[src/fsync_pkg.sv]
// Barrier network package.
// Grid geometry of the 4x4 CU array and barrier level codes.

package fsync_pkg;

  // ****************************************
  // Grid geometry
  // ****************************************

  localparam int unsigned GRID_DIM     = 4;                    // CUs per grid side.
  localparam int unsigned N_CUS        = GRID_DIM * GRID_DIM;  // Row-major CU numbering.
  localparam int unsigned QUAD_DIM     = 2;                    // CUs per quadrant side.
  localparam int unsigned CUS_PER_QUAD = QUAD_DIM * QUAD_DIM;
  localparam int unsigned N_QUADS      = N_CUS / CUS_PER_QUAD;

  // ****************************************
  // Barrier levels
  // ****************************************

  localparam int unsigned LVL_WIDTH = 2;

  // Level 1 is served by a quadrant node, level 2 by the root.
  localparam logic [LVL_WIDTH-1:0] LVL_QUAD   = LVL_WIDTH'(1);
  localparam logic [LVL_WIDTH-1:0] LVL_GLOBAL = LVL_WIDTH'(2);

  // Codes 0 and 3 are not valid levels.

endpackage : fsync_pkg
[src/fsync_root_if.sv]
// Quadrant node to root node link.
// Level 2 request of one quadrant and the global wake pulse.

`timescale 1ns/1ps

interface fsync_root_if #(
  parameter int unsigned ID_WIDTH = 4
) ();

  logic                up_valid;  // Held until the root wakes.
  logic [ID_WIDTH-1:0] up_id;     // Common id of the quadrant.
  logic                wake;
  logic                wake_error;

  modport node_side (
    output up_valid, up_id,
    input  wake, wake_error
  );

  modport root_side (
    input  up_valid, up_id,
    output wake, wake_error
  );

endinterface : fsync_root_if

[src/fsync_quad_if.sv]
// CU port block to quadrant node link.
// Registered pending state of four member CUs going up, wake pulse coming down.

`timescale 1ns/1ps

interface fsync_quad_if #(
  parameter int unsigned ID_WIDTH = 4
) ();

  // Pending state, one entry per member CU.
  logic [fsync_pkg::CUS_PER_QUAD-1:0]                           pend_valid;
  logic [fsync_pkg::CUS_PER_QUAD-1:0][fsync_pkg::LVL_WIDTH-1:0] pend_level;
  logic [fsync_pkg::CUS_PER_QUAD-1:0][ID_WIDTH-1:0]             pend_id;

  // Releases all four members.
  logic wake;
  logic wake_error;  // Valid with wake.

  modport cu_side (
    output pend_valid, pend_level, pend_id,
    input  wake, wake_error
  );

  modport node_side (
    input  pend_valid, pend_level, pend_id,
    output wake, wake_error
  );

endinterface : fsync_quad_if

[src/fsync_net_4x4.sv]
// Top of the 4x4 barrier network.
// CU port block, four quadrant nodes and the root node, with plain CU ports.

`timescale 1ns/1ps

module fsync_net_4x4 #(
  parameter int unsigned ID_WIDTH = 4
) (
  input  logic                                                 clk_i,
  input  logic                                                 reset_i,

  // CU requests.
  input  logic [fsync_pkg::N_CUS-1:0]                          req_valid_i,
  input  logic [fsync_pkg::N_CUS-1:0][fsync_pkg::LVL_WIDTH-1:0] req_level_i,
  input  logic [fsync_pkg::N_CUS-1:0][ID_WIDTH-1:0]            req_id_i,
  output logic [fsync_pkg::N_CUS-1:0]                          req_ready_o,

  // CU wakes.
  output logic [fsync_pkg::N_CUS-1:0]                          wake_o,
  output logic [fsync_pkg::N_CUS-1:0]                          wake_error_o,
  output logic [fsync_pkg::N_CUS-1:0][fsync_pkg::LVL_WIDTH-1:0] wake_level_o,
  output logic [fsync_pkg::N_CUS-1:0][ID_WIDTH-1:0]            wake_id_o
);

  // ****************************************
  // Links
  // ****************************************

  fsync_quad_if #(.ID_WIDTH(ID_WIDTH)) quad_if [fsync_pkg::N_QUADS] ();
  fsync_root_if #(.ID_WIDTH(ID_WIDTH)) root_if [fsync_pkg::N_QUADS] ();

  // ****************************************
  // CU ports
  // ****************************************

  fsync_cu_ports #(
    .ID_WIDTH (ID_WIDTH)
  ) i_cu_ports (
    .clk_i        (clk_i),
    .reset_i      (reset_i),
    .req_valid_i  (req_valid_i),
    .req_level_i  (req_level_i),
    .req_id_i     (req_id_i),
    .req_ready_o  (req_ready_o),
    .wake_o       (wake_o),
    .wake_error_o (wake_error_o),
    .wake_level_o (wake_level_o),
    .wake_id_o    (wake_id_o),
    .quad_o       (quad_if)
  );

  // ****************************************
  // Quadrant nodes, level 1
  // ****************************************

  for (genvar q = 0; q < fsync_pkg::N_QUADS; q++) begin : gen_quad_node
    fsync_quad_node #(
      .ID_WIDTH (ID_WIDTH)
    ) i_quad_node (
      .clk_i   (clk_i),
      .reset_i (reset_i),
      .cu_i    (quad_if[q]),
      .root_o  (root_if[q])
    );
  end

  // ****************************************
  // Root node, level 2
  // ****************************************

  fsync_root_node #(
    .ID_WIDTH (ID_WIDTH)
  ) i_root_node (
    .clk_i   (clk_i),
    .reset_i (reset_i),
    .quad_i  (root_if)
  );

endmodule : fsync_net_4x4

[src/fsync_root_node.sv]
// Root node of the barrier network.
// Level 2 barrier detection across the four quadrant nodes.

`timescale 1ns/1ps

module fsync_root_node #(
  parameter int unsigned ID_WIDTH = 4
) (
  input  logic           clk_i,
  input  logic           reset_i,
  fsync_root_if.root_side quad_i [fsync_pkg::N_QUADS]
);

  localparam int unsigned N_QUADS = fsync_pkg::N_QUADS;

  logic [N_QUADS-1:0]               up_valid;
  logic [N_QUADS-1:0][ID_WIDTH-1:0] up_id;
  logic                             ids_differ;
  logic                             fire;
  logic                             wake_q;
  logic                             err_q;
  logic                             fired_q;  // Blocks refire while up_valid is still held.

  // ****************************************
  // Quadrant collection
  // ****************************************

  for (genvar q = 0; q < N_QUADS; q++) begin : gen_quad
    assign up_valid[q]       = quad_i[q].up_valid;
    assign up_id[q]          = quad_i[q].up_id;
    assign quad_i[q].wake       = wake_q;
    assign quad_i[q].wake_error = err_q;
  end

  always_comb begin
    ids_differ = 1'b0;
    for (int q = 1; q < N_QUADS; q++) begin
      ids_differ |= (up_id[q] != up_id[0]);
    end
  end

  assign fire = (&up_valid) & ~fired_q;

  // ****************************************
  // Global wake
  // ****************************************

  always_ff @(posedge clk_i) begin
    if (reset_i) begin
      wake_q  <= 1'b0;
      err_q   <= 1'b0;
      fired_q <= 1'b0;
    end else begin
      wake_q <= fire;
      err_q  <= fire & ids_differ;
      if (fire) begin
        fired_q <= 1'b1;
      end else if (up_valid == '0) begin
        fired_q <= 1'b0;  // All quadrants released.
      end
    end
  end

endmodule : fsync_root_node

[src/fsync_quad_node.sv]
// Quadrant node of the barrier network.
// Level 1 barrier detection for four CUs, level 2 forwarding to the root
// and pass-through of the root wake.

`timescale 1ns/1ps

module fsync_quad_node #(
  parameter int unsigned ID_WIDTH = 4
) (
  input  logic           clk_i,
  input  logic           reset_i,
  fsync_quad_if.node_side cu_i,
  fsync_root_if.node_side root_o
);

  localparam int unsigned CUS_PER_QUAD = fsync_pkg::CUS_PER_QUAD;

  localparam logic [1:0] ST_IDLE       = 2'd0;
  localparam logic [1:0] ST_WAIT_ROOT  = 2'd1;  // Level 2 raised, root not yet fired.
  localparam logic [1:0] ST_WAIT_CLEAR = 2'd2;  // Fired, pending entries not yet gone.

  logic [1:0]          state_q;
  logic                wake_q;
  logic                err_q;
  logic                up_valid_q;
  logic [ID_WIDTH-1:0] up_id_q;

  logic all_pend;
  logic all_quad;
  logic all_global;
  logic ids_equal;

  // ****************************************
  // Member comparison
  // ****************************************

  always_comb begin
    all_quad   = 1'b1;
    all_global = 1'b1;
    ids_equal  = 1'b1;
    for (int m = 0; m < CUS_PER_QUAD; m++) begin
      all_quad   &= (cu_i.pend_level[m] == fsync_pkg::LVL_QUAD);
      all_global &= (cu_i.pend_level[m] == fsync_pkg::LVL_GLOBAL);
      ids_equal  &= (cu_i.pend_id[m] == cu_i.pend_id[0]);
    end
  end

  assign all_pend = &cu_i.pend_valid;

  // ****************************************
  // Barrier FSM
  // ****************************************

  always_ff @(posedge clk_i) begin
    if (reset_i) begin
      state_q    <= ST_IDLE;
      wake_q     <= 1'b0;
      err_q      <= 1'b0;
      up_valid_q <= 1'b0;
    end else begin
      wake_q <= 1'b0;  // Single-cycle pulse.
      case (state_q)
        ST_IDLE: begin
          if (all_pend) begin
            if (all_global && ids_equal) begin
              up_valid_q <= 1'b1;
              state_q    <= ST_WAIT_ROOT;
            end else begin
              // Quadrant barrier, or a level/id mismatch reported at once.
              wake_q  <= 1'b1;
              err_q   <= !(all_quad && ids_equal);
              state_q <= ST_WAIT_CLEAR;
            end
          end
        end
        ST_WAIT_ROOT: begin
          if (root_o.wake) begin
            up_valid_q <= 1'b0;
            state_q    <= ST_WAIT_CLEAR;
          end
        end
        default: begin
          if (cu_i.pend_valid == '0) state_q <= ST_IDLE;
        end
      endcase
    end
  end

  // Id travels with up_valid.
  always_ff @(posedge clk_i) begin
    if (state_q == ST_IDLE && all_pend) up_id_q <= cu_i.pend_id[0];
  end

  assign root_o.up_valid = up_valid_q;
  assign root_o.up_id    = up_id_q;

  // Root wake goes straight down to the CU block.
  assign cu_i.wake       = wake_q | (state_q == ST_WAIT_ROOT && root_o.wake);
  assign cu_i.wake_error = (state_q == ST_WAIT_ROOT) ? root_o.wake_error : err_q;

endmodule : fsync_quad_node

[src/fsync_cu_ports.sv]
// CU port block of the barrier network.
// Per-CU request acceptance and pending storage, CU to quadrant mapping,
// registered wake outputs.

`timescale 1ns/1ps

module fsync_cu_ports #(
  parameter int unsigned ID_WIDTH = 4
) (
  input  logic                                                 clk_i,
  input  logic                                                 reset_i,
  input  logic [fsync_pkg::N_CUS-1:0]                          req_valid_i,
  input  logic [fsync_pkg::N_CUS-1:0][fsync_pkg::LVL_WIDTH-1:0] req_level_i,
  input  logic [fsync_pkg::N_CUS-1:0][ID_WIDTH-1:0]            req_id_i,
  output logic [fsync_pkg::N_CUS-1:0]                          req_ready_o,
  output logic [fsync_pkg::N_CUS-1:0]                          wake_o,
  output logic [fsync_pkg::N_CUS-1:0]                          wake_error_o,
  output logic [fsync_pkg::N_CUS-1:0][fsync_pkg::LVL_WIDTH-1:0] wake_level_o,
  output logic [fsync_pkg::N_CUS-1:0][ID_WIDTH-1:0]            wake_id_o,
  fsync_quad_if.cu_side                                        quad_o [fsync_pkg::N_QUADS]
);

  localparam int unsigned N_CUS         = fsync_pkg::N_CUS;
  localparam int unsigned LVL_WIDTH     = fsync_pkg::LVL_WIDTH;
  localparam int unsigned QUAD_DIM      = fsync_pkg::QUAD_DIM;
  localparam int unsigned QUADS_PER_ROW = fsync_pkg::GRID_DIM / QUAD_DIM;

  // ****************************************
  // Pending requests
  // ****************************************

  logic [N_CUS-1:0]                pend_valid_q;
  logic [N_CUS-1:0][LVL_WIDTH-1:0] pend_level_q;
  logic [N_CUS-1:0][ID_WIDTH-1:0]  pend_id_q;
  logic [N_CUS-1:0]                accept;
  logic [N_CUS-1:0]                cu_wake;  // Quadrant wake fanned out per CU.
  logic [N_CUS-1:0]                cu_err;

  assign req_ready_o = ~pend_valid_q;  // One outstanding request per CU.
  assign accept      = req_valid_i & req_ready_o;

  always_ff @(posedge clk_i) begin
    if (reset_i) begin
      pend_valid_q <= '0;
      wake_o       <= '0;
      wake_error_o <= '0;
    end else begin
      wake_o       <= cu_wake;
      wake_error_o <= cu_wake & cu_err;
      // A wake only reaches pending CUs, an accept only idle ones.
      pend_valid_q <= (pend_valid_q | accept) & ~cu_wake;
    end
  end

  always_ff @(posedge clk_i) begin
    for (int c = 0; c < N_CUS; c++) begin
      if (accept[c]) begin
        pend_level_q[c] <= req_level_i[c];
        pend_id_q[c]    <= req_id_i[c];
      end
    end
  end

  // Stored request stays put until the next accept, so it echoes with wake.
  assign wake_level_o = pend_level_q;
  assign wake_id_o    = pend_id_q;

  // ****************************************
  // Quadrant mapping
  // ****************************************

  for (genvar q = 0; q < fsync_pkg::N_QUADS; q++) begin : gen_quad
    localparam int unsigned QUAD_ROW = q / QUADS_PER_ROW;
    localparam int unsigned QUAD_COL = q % QUADS_PER_ROW;

    logic [fsync_pkg::CUS_PER_QUAD-1:0]                valid_m;
    logic [fsync_pkg::CUS_PER_QUAD-1:0][LVL_WIDTH-1:0] level_m;
    logic [fsync_pkg::CUS_PER_QUAD-1:0][ID_WIDTH-1:0]  id_m;

    for (genvar m = 0; m < fsync_pkg::CUS_PER_QUAD; m++) begin : gen_member
      // Member position inside the quadrant, then global row-major index.
      localparam int unsigned MEM_ROW    = m / QUAD_DIM;
      localparam int unsigned MEM_COL    = m % QUAD_DIM;
      localparam int unsigned ROW_OFFSET = (QUAD_ROW * QUAD_DIM + MEM_ROW) * fsync_pkg::GRID_DIM;
      localparam int unsigned COL_OFFSET = QUAD_COL * QUAD_DIM + MEM_COL;
      localparam int unsigned CU         = ROW_OFFSET + COL_OFFSET;

      assign valid_m[m]  = pend_valid_q[CU];
      assign level_m[m]  = pend_level_q[CU];
      assign id_m[m]     = pend_id_q[CU];
      assign cu_wake[CU] = quad_o[q].wake;
      assign cu_err[CU]  = quad_o[q].wake_error;
    end

    assign quad_o[q].pend_valid = valid_m;
    assign quad_o[q].pend_level = level_m;
    assign quad_o[q].pend_id    = id_m;
  end

endmodule : fsync_cu_ports

[config.mk]
export PLATFORM = sky130hd
export DESIGN_NAME = fsync_net_4x4
export DESIGN_NICKNAME = d
export VERILOG_FILES = /design/src/fsync_pkg.sv /design/src/fsync_root_if.sv /design/src/fsync_quad_if.sv /design/src/fsync_net_4x4.sv /design/src/fsync_root_node.sv /design/src/fsync_quad_node.sv /design/src/fsync_cu_ports.sv
export SDC_FILE = /design/constraint.sdc
export NUM_CORES = 1
export LEC_CHECK = 0
export BUFFER_PORTS_ARGS = -buffer_cell sky130_fd_sc_hd__buf_4
export CAP_MARGIN = 20
export CORE_MARGIN = 4
export CORE_UTILIZATION = 40
export DETAILED_ROUTE_END_ITERATION = 10
export PLACE_DENSITY = 0.75
export RECOVER_POWER = 50
export SLEW_MARGIN = 20
export SYNTH_ARGS = -nofsm -noshare
export SYNTH_HDL_FRONTEND = slang
export SYNTH_SLANG_ARGS = --single-unit
[constraint.sdc]
create_clock -name clk_i -period 2.78 [get_ports clk_i]
set_input_delay 0.278 -clock clk_i [delete_from_list [all_inputs] [get_ports clk_i]]
set_output_delay 0.278 -clock clk_i [all_outputs]
set_load 0.03 [all_outputs]
* Yosys cells after proc, flatten, opt, wreduce, memory -nomap -nowiden
Cells that the tools add are included.
** Cells by class
- Equal/unequal tests :: 63
- Multiplexer cells :: 40
- Bitwise logic cells :: 59
- Reductions and logical operators :: 59
** Operators with widths (number)
- 16-bit bitwise AND :: 3
- 4-bit equality test :: 12
- 2-bit by 1-bit equality test with 1-bit output, second input constant :: 20
- 4-bit AND reduction :: 9
- 1-bit bitwise AND :: 34
- 2-bit equality test, second input constant :: 16
- 16-bit inverter :: 2
- 2-bit 2-to-1 mux :: 13
- 2-bit by 1-bit inequality test with 1-bit output, second input constant :: 12
- 6-bit AND reduction :: 4
- 4-bit zero test :: 5
- 1-bit 2-to-1 mux :: 19
- 1-bit logical AND :: 16
- 16-bit OR :: 1
- 2-bit one-hot mux with 2 select lines :: 4
- 1-bit inverter :: 13
- 4-bit inequality test :: 3
- 3-bit AND reduction :: 4
- 3-bit nonzero test :: 4
- 3-bit OR reduction :: 4
- 2-bit nonzero test :: 5
- 2-bit zero test :: 4
- 1-bit one-hot mux with 2 select lines :: 4
- 1-bit OR :: 6
- 1-bit zero test :: 4
** Word-level totals
- Register bits after elaboration :: 182
- Logic and storage cells :: 279

* Depth between registers and ports, before layout
- Depth after elaboration :: 8
- Gate-level depth with buffers :: 6
- Mapped depth without buffers :: 6

* Hierarchy
From an unflattened synthesis, not the netlist that was laid out.
** Unflattened totals
- Cells, all modules :: 546
- Area, all modules :: 6952.9 um^2
** Modules (own cells, without submodules)
- fsync_cu_ports :: times used 1, cells an instance 300, area an instance 4619.4 um^2, seq. area each 3363.2 um^2
- fsync_quad_node :: times used 4, cells an instance 55, area an instance 529.3 um^2, seq. area each 220.2 um^2
- fsync_root_node :: times used 1, cells an instance 26, area an instance 216.5 um^2, seq. area each 60.1 um^2

* Worst setup path after synthesis
No wires, ideal clock.
- Path kind :: register to register
- Start :: register i_cu_ports.pend_id_q, in the netlist i_cu_ports.quad_o[3].pend_id[2]
- End :: register gen_quad_node[3].i_quad_node.state_q[0]
- Library setup time :: 0.070 ns
- Data arrival time :: 1.770 ns
- Slack :: 0.940 ns
- Cell stages (with the launch flop) :: 6
- Period minus slack after synthesis :: 1.840 ns
- Path through :: edfxtp_1 or3_1 a22oi_2 nand4_2 or3_1 a21oi_1
** On the way
- Longest elaborated chain between the ends :: 7
- Elaborated cells on any way between the ends :: 9
- Classes of those cells :: 3 x eq/ne; 3 x mux; 2 x bitwise; 1 x reduce/logical
** RTL lines
- start, declared :: RTL line fsync_cu_ports.sv:34 : logic [N_CUS-1:0][ID_WIDTH-1:0] pend_id_q;
- start signal, assigned by index :: RTL line fsync_cu_ports.sv:59 : pend_id_q[c] <= req_id_i[c];
- 4-bit equality test :: RTL line fsync_quad_node.sv:44 : ids_equal &= (cu_i.pend_id[m] == cu_i.pend_id[0]);
- 1-bit bitwise AND :: RTL line fsync_quad_node.sv:44
- 1-bit bitwise AND * :: RTL line fsync_quad_node.sv:44
- 1-bit logical AND * :: RTL line fsync_quad_node.sv:65 : if (all_global && ids_equal) begin
- 2-bit 2-to-1 mux * :: RTL line fsync_quad_node.sv:65
- 2-bit 2-to-1 mux * :: RTL line fsync_quad_node.sv:64 : if (all_pend) begin
- 2-bit one-hot mux with 2 select lines * :: RTL line fsync_quad_node.sv:62 : case (state_q)
- end signal, assigned :: RTL line fsync_quad_node.sv:67 : state_q <= ST_WAIT_ROOT;
- end signal, assigned :: RTL line fsync_quad_node.sv:72 : state_q <= ST_WAIT_CLEAR;
- end signal, assigned :: RTL line fsync_quad_node.sv:79 : state_q <= ST_WAIT_CLEAR;
- end, declared :: RTL line fsync_quad_node.sv:22 : logic [1:0] state_q;
Every way passes the cells marked *; elsewhere a longest branch is shown, timed or not. The select of a mux whose other input is x is not followed.
A chain may end at the register's enable or synchronous reset.

* Worst setup path in the final report
- Start :: register i_cu_ports.pend_id_q, in the netlist i_cu_ports.quad_o[0].pend_id[0]
- End :: register gen_quad_node[0].i_quad_node.state_q[0]
** On the way
- Longest elaborated chain between the ends :: 7
- Elaborated cells on any way between the ends :: 9
- Classes of those cells :: 3 x eq/ne; 3 x mux; 2 x bitwise; 1 x reduce/logical
** RTL lines (RTL line)
- 4-bit equality test :: fsync_quad_node.sv:44
- 1-bit bitwise AND :: fsync_quad_node.sv:44
- 1-bit bitwise AND * :: fsync_quad_node.sv:44
- 1-bit logical AND * :: fsync_quad_node.sv:65
- 2-bit 2-to-1 mux * :: fsync_quad_node.sv:65
- 2-bit 2-to-1 mux * :: fsync_quad_node.sv:64
- 2-bit one-hot mux with 2 select lines * :: fsync_quad_node.sv:62
- end signal, assigned :: fsync_quad_node.sv:67
- end signal, assigned :: fsync_quad_node.sv:72
- end signal, assigned :: fsync_quad_node.sv:79
- end, declared :: fsync_quad_node.sv:22
Marks and branches as above.

==> impl_results.md <==
- Max stage delay on crit path: 560 ps
- Avg Cell Area, Syn: 13.5 µm²
- Critical path endpoint category: flop
- Hold Path Stages: 1
- Logic pwr share: 10.7%
- RD Place Congestion: 0.841
- Post-Syn Area: 6200 µm²
- CP Depth: 5
- WP buf/inv: 0
- Sequential Power Share: 48.4%
- Hold Buf Count CTS: 0
- Number of global-route vias before repair: 4,955
- Final WL: 16,600 µm
- Seq/Total Area, Yosys: 69.4%
- CTS tree: yes
- Clock root buffer: clkbuf_16
- Psw: 1350 µW
- Final setup viols: 0
- Core area: 15,200 µm²
- I/O Pins: 258
- Port-buffer cells: 257
- Cell Pwr Density: 655 nW/µm²
- Internal Power: 4350 µW
- Leakage power total: 0.00348 µW
- Switching Share: 23.7%
- Height of the die: 132 µm
- Outcome: complete, no violations
- Ys Warns: 0
- Remaining global-route overflow: 0
- TritonCTS buffer count: 17
- Top FF cell, synth: edfxtp_1
- Share of cells above drive strength 1: 38.6%
- Highest clock rate: 529 MHz
- WL per Instance: 18.3 µm
- Max_cap viols: 0
- Syn_nets: 574
- Hpwl dp: 13,000 µm
- Setup crit start kind: flop
- Clk_lat worst skew: 420 ps
- Worst-path maximum fanout: 5
- Starting density of the core: 40.8%
- Slew headroom: 51.5%
- Post-cts resize count: 0
- Setup TNS: 0 ps
- Mapped Cells: 460
- Post-synth ARST share: 0%
- Clock Sinks: 159
- H-Tree Depth: 4
- Post-layout net count: 824
- Worst vdd ir: 0.425 mV
- Fill count: 1,241
- Min cycle time layout: 1890 ps
- Global-route wire length before repair: 26,000 µm
- Cell family with the largest share of critical-path delay: simple AND/OR/NAND/NOR gates
- Critical path, cell by cell: nor3_1 -> o22ai_1 -> nor4_1 -> nand4_1 -> a311oi_1
- Pwr Total: 5700 µW
- Die W: 132 µm
- DR pass1 iterations: 5
- Final period util: 68.0%
- CTS max path bufs: 2
- Worst-path clk slew: 60 ps
- # rows: 45
- Die ar.: 17,600 µm²
- Antenna Diode Count: 0
- Largest net degree at the start of global routing: 35
- Post-synth cell types: 52
- Clock skew: 11.5 ps
- Worst hold-check path type: input pin to flop
- Final ANT Viol Nets: 0
- Post-Place Cells: 879
- Crit Path Category: flop to flop
- Worst slew pin tran: 720 ps
- Critical path required time: 3110 ps
- Setup bufs post-CTS: 0
- Sequential Area: 4300 µm²
- Final hold vios: 0
- Worst path arrival time: 2220 ps
- Initial DRC Count: 243
- Final std cells w/o fill: 911
- Antenna violations before repair: 0
- Vias: 4,679
- Area of the multi-input gates: 1600 µm²
- Post-synth EDFFs: 112
- Clock group share of total power: 40.9%
- Area grow syn2layout: 40.4%
- Final Max Tran Viols: 0
- Reg2reg path depth: 5
- Gr usage total: 18.6%
- RSZ-0062 raised after global routing: false
- Worst path slowest cell: nor4_1
- Synthesis-stage register bit count: 159
- DRC Markers: 0
- Vias per cell: 5.14
==> power by group through the flow <==
stage	combinational (µW)	sequential, µW	clock [µW]
after floorplan	167	2930	0
after global placement	617	2800	0
after detailed placement	625	2810	0
after CTS	628	2760	2380
after global routing	650	2770	2490
final	612	2760	2330
==> routing by layer <==
layer | global-route usage, % | share of wire, % | up-vias
met3 | 6.46 | 6.3 | 12
met1 | 22.0 | 41 | 2267
met5 | 0 | 0 | -
li1 | - | - | 2221
met4 | 4.33 | 0.71 | 0
met2 | 32.6 | 52 | 179
==> logic make-up (layout without fill, tap and decap cells) <==
family,count (synthesis),count (layout),share of synthesized area [%]
compound gates,72,72,8.28
flops,159,159,69.4
buf+inv,51,314,4.72
simple gates,168,168,16.1
mux,1,1,0.182
xor+xnor,9,9,1.27
==> worst paths after layout <==
kind | start | endpoint | slack [ps]
hold / removal | req_level_i[23] | i_cu_ports.quad_o[3].pend_level[3]$_DFFE_PP_ | 50
setup reg to reg | i_cu_ports.quad_o[0].pend_id[0]$_DFFE_PP_ | gen_quad_node[0].i_quad_node.state_q[0]$_SDFFE_PP0P_ | 890
hold reg to reg | gen_quad_node[2].i_quad_node.err_q$_SDFFE_PP0P_ | gen_quad_node[2].i_quad_node.err_q$_SDFFE_PP0P_ | 460
setup / recovery | i_cu_ports.quad_o[0].pend_id[0]$_DFFE_PP_ | gen_quad_node[0].i_quad_node.state_q[0]$_SDFFE_PP0P_ | 890
==> registers in the layout (all words and copies together), names as in the netlist <==
register                                   cells
i_cu_ports.pend_valid_q                       16
i_cu_ports.wake_o                              4
i_cu_ports.quad_o.pend_id                     64
i_root_node.quad_i.wake                        1
i_cu_ports.wake_error_o                        4
gen_quad_node.i_quad_node.root_o.up_valid      4
i_root_node.quad_i.wake_error                  1
gen_quad_node.i_quad_node.wake_q               4
gen_quad_node.i_quad_node.root_o.up_id        16
i_root_node.fired_q                            1
gen_quad_node.i_quad_node.err_q                4
gen_quad_node.i_quad_node.state_q              8
i_cu_ports.quad_o.pend_level                  32
==> layout make-up <==
type | count | area share, %
Tap cell | 188 | 2.70
Sequential cell | 159 | 49.5
Multi-Input combinational cell | 250 | 18.4
Clock buffer | 21 | 5.18
Inverter | 23 | 0.992
Timing Repair Buffer | 259 | 21.7
Clock inverter | 11 | 1.61
==> metrics by stage <==
stage	instance area [µm²]	hold slack, ps	utilization [%]	worst slack (ps)
6_report	8700	47.4	57.2	889
5_1_grt	8700	27.4	57.2	700
4_1_cts	8760	15.3	57.6	891
3_5_place_dp	8170	450	53.8	918
3_3_place_gp	8170	443	53.8	968
2_1_floorplan	6200	377	-	940
==> Yosys cell counts, drive strengths merged, types with 2 or more instances <==
cell type | number | area, µm²
nand2 | 8 | 30.0
buf | 26 | 199
o21ai | 8 | 40.0
nand2b | 6 | 37.5
or4 | 6 | 45.0
o2bb2ai | 2 | 17.5
xor2 | 4 | 35.0
clkbuf | 2 | 7.51
nor3 | 24 | 125
a211oi | 3 | 22.5
inv | 23 | 86.3
a22oi | 5 | 42.5
xnor2 | 5 | 43.8
nand4 | 10 | 68.8
o21a | 18 | 135
or3 | 5 | 31.3
a31oi | 5 | 31.3
edfxtp | 112 | 3360
o22ai | 3 | 18.8
and3 | 13 | 81.3
o41ai | 2 | 17.5
nor2b | 21 | 131
nor4bb | 12 | 120
dfxtp | 47 | 941
a21o | 2 | 15.0
and2 | 4 | 25.0
a21oi | 12 | 63.8
or4bb | 4 | 45.0
nand3 | 7 | 35.0
nor4 | 12 | 75.1
nor2 | 33 | 124
nor3b | 2 | 15.0
==> layout by cell type (no fill, tap or decap), types with 7 or more instances in the layout <==
cell,synthesis,final
a21oi_1,11,11
and3_1,13,13
buf_4,25,149
clkbuf_1,2,19
clkbuf_16,0,17
clkbuf_4,0,94
dfxtp_1,47,47
edfxtp_1,112,112
inv_1,23,23
nand2_1,8,8
nand3_1,7,7
nand4_1,9,9
nor2_1,33,33
nor2b_1,21,21
nor3_1,23,23
nor4_1,12,12
nor4bb_1,12,12
o21a_1,18,18
(Power assumes the default switching activity.)
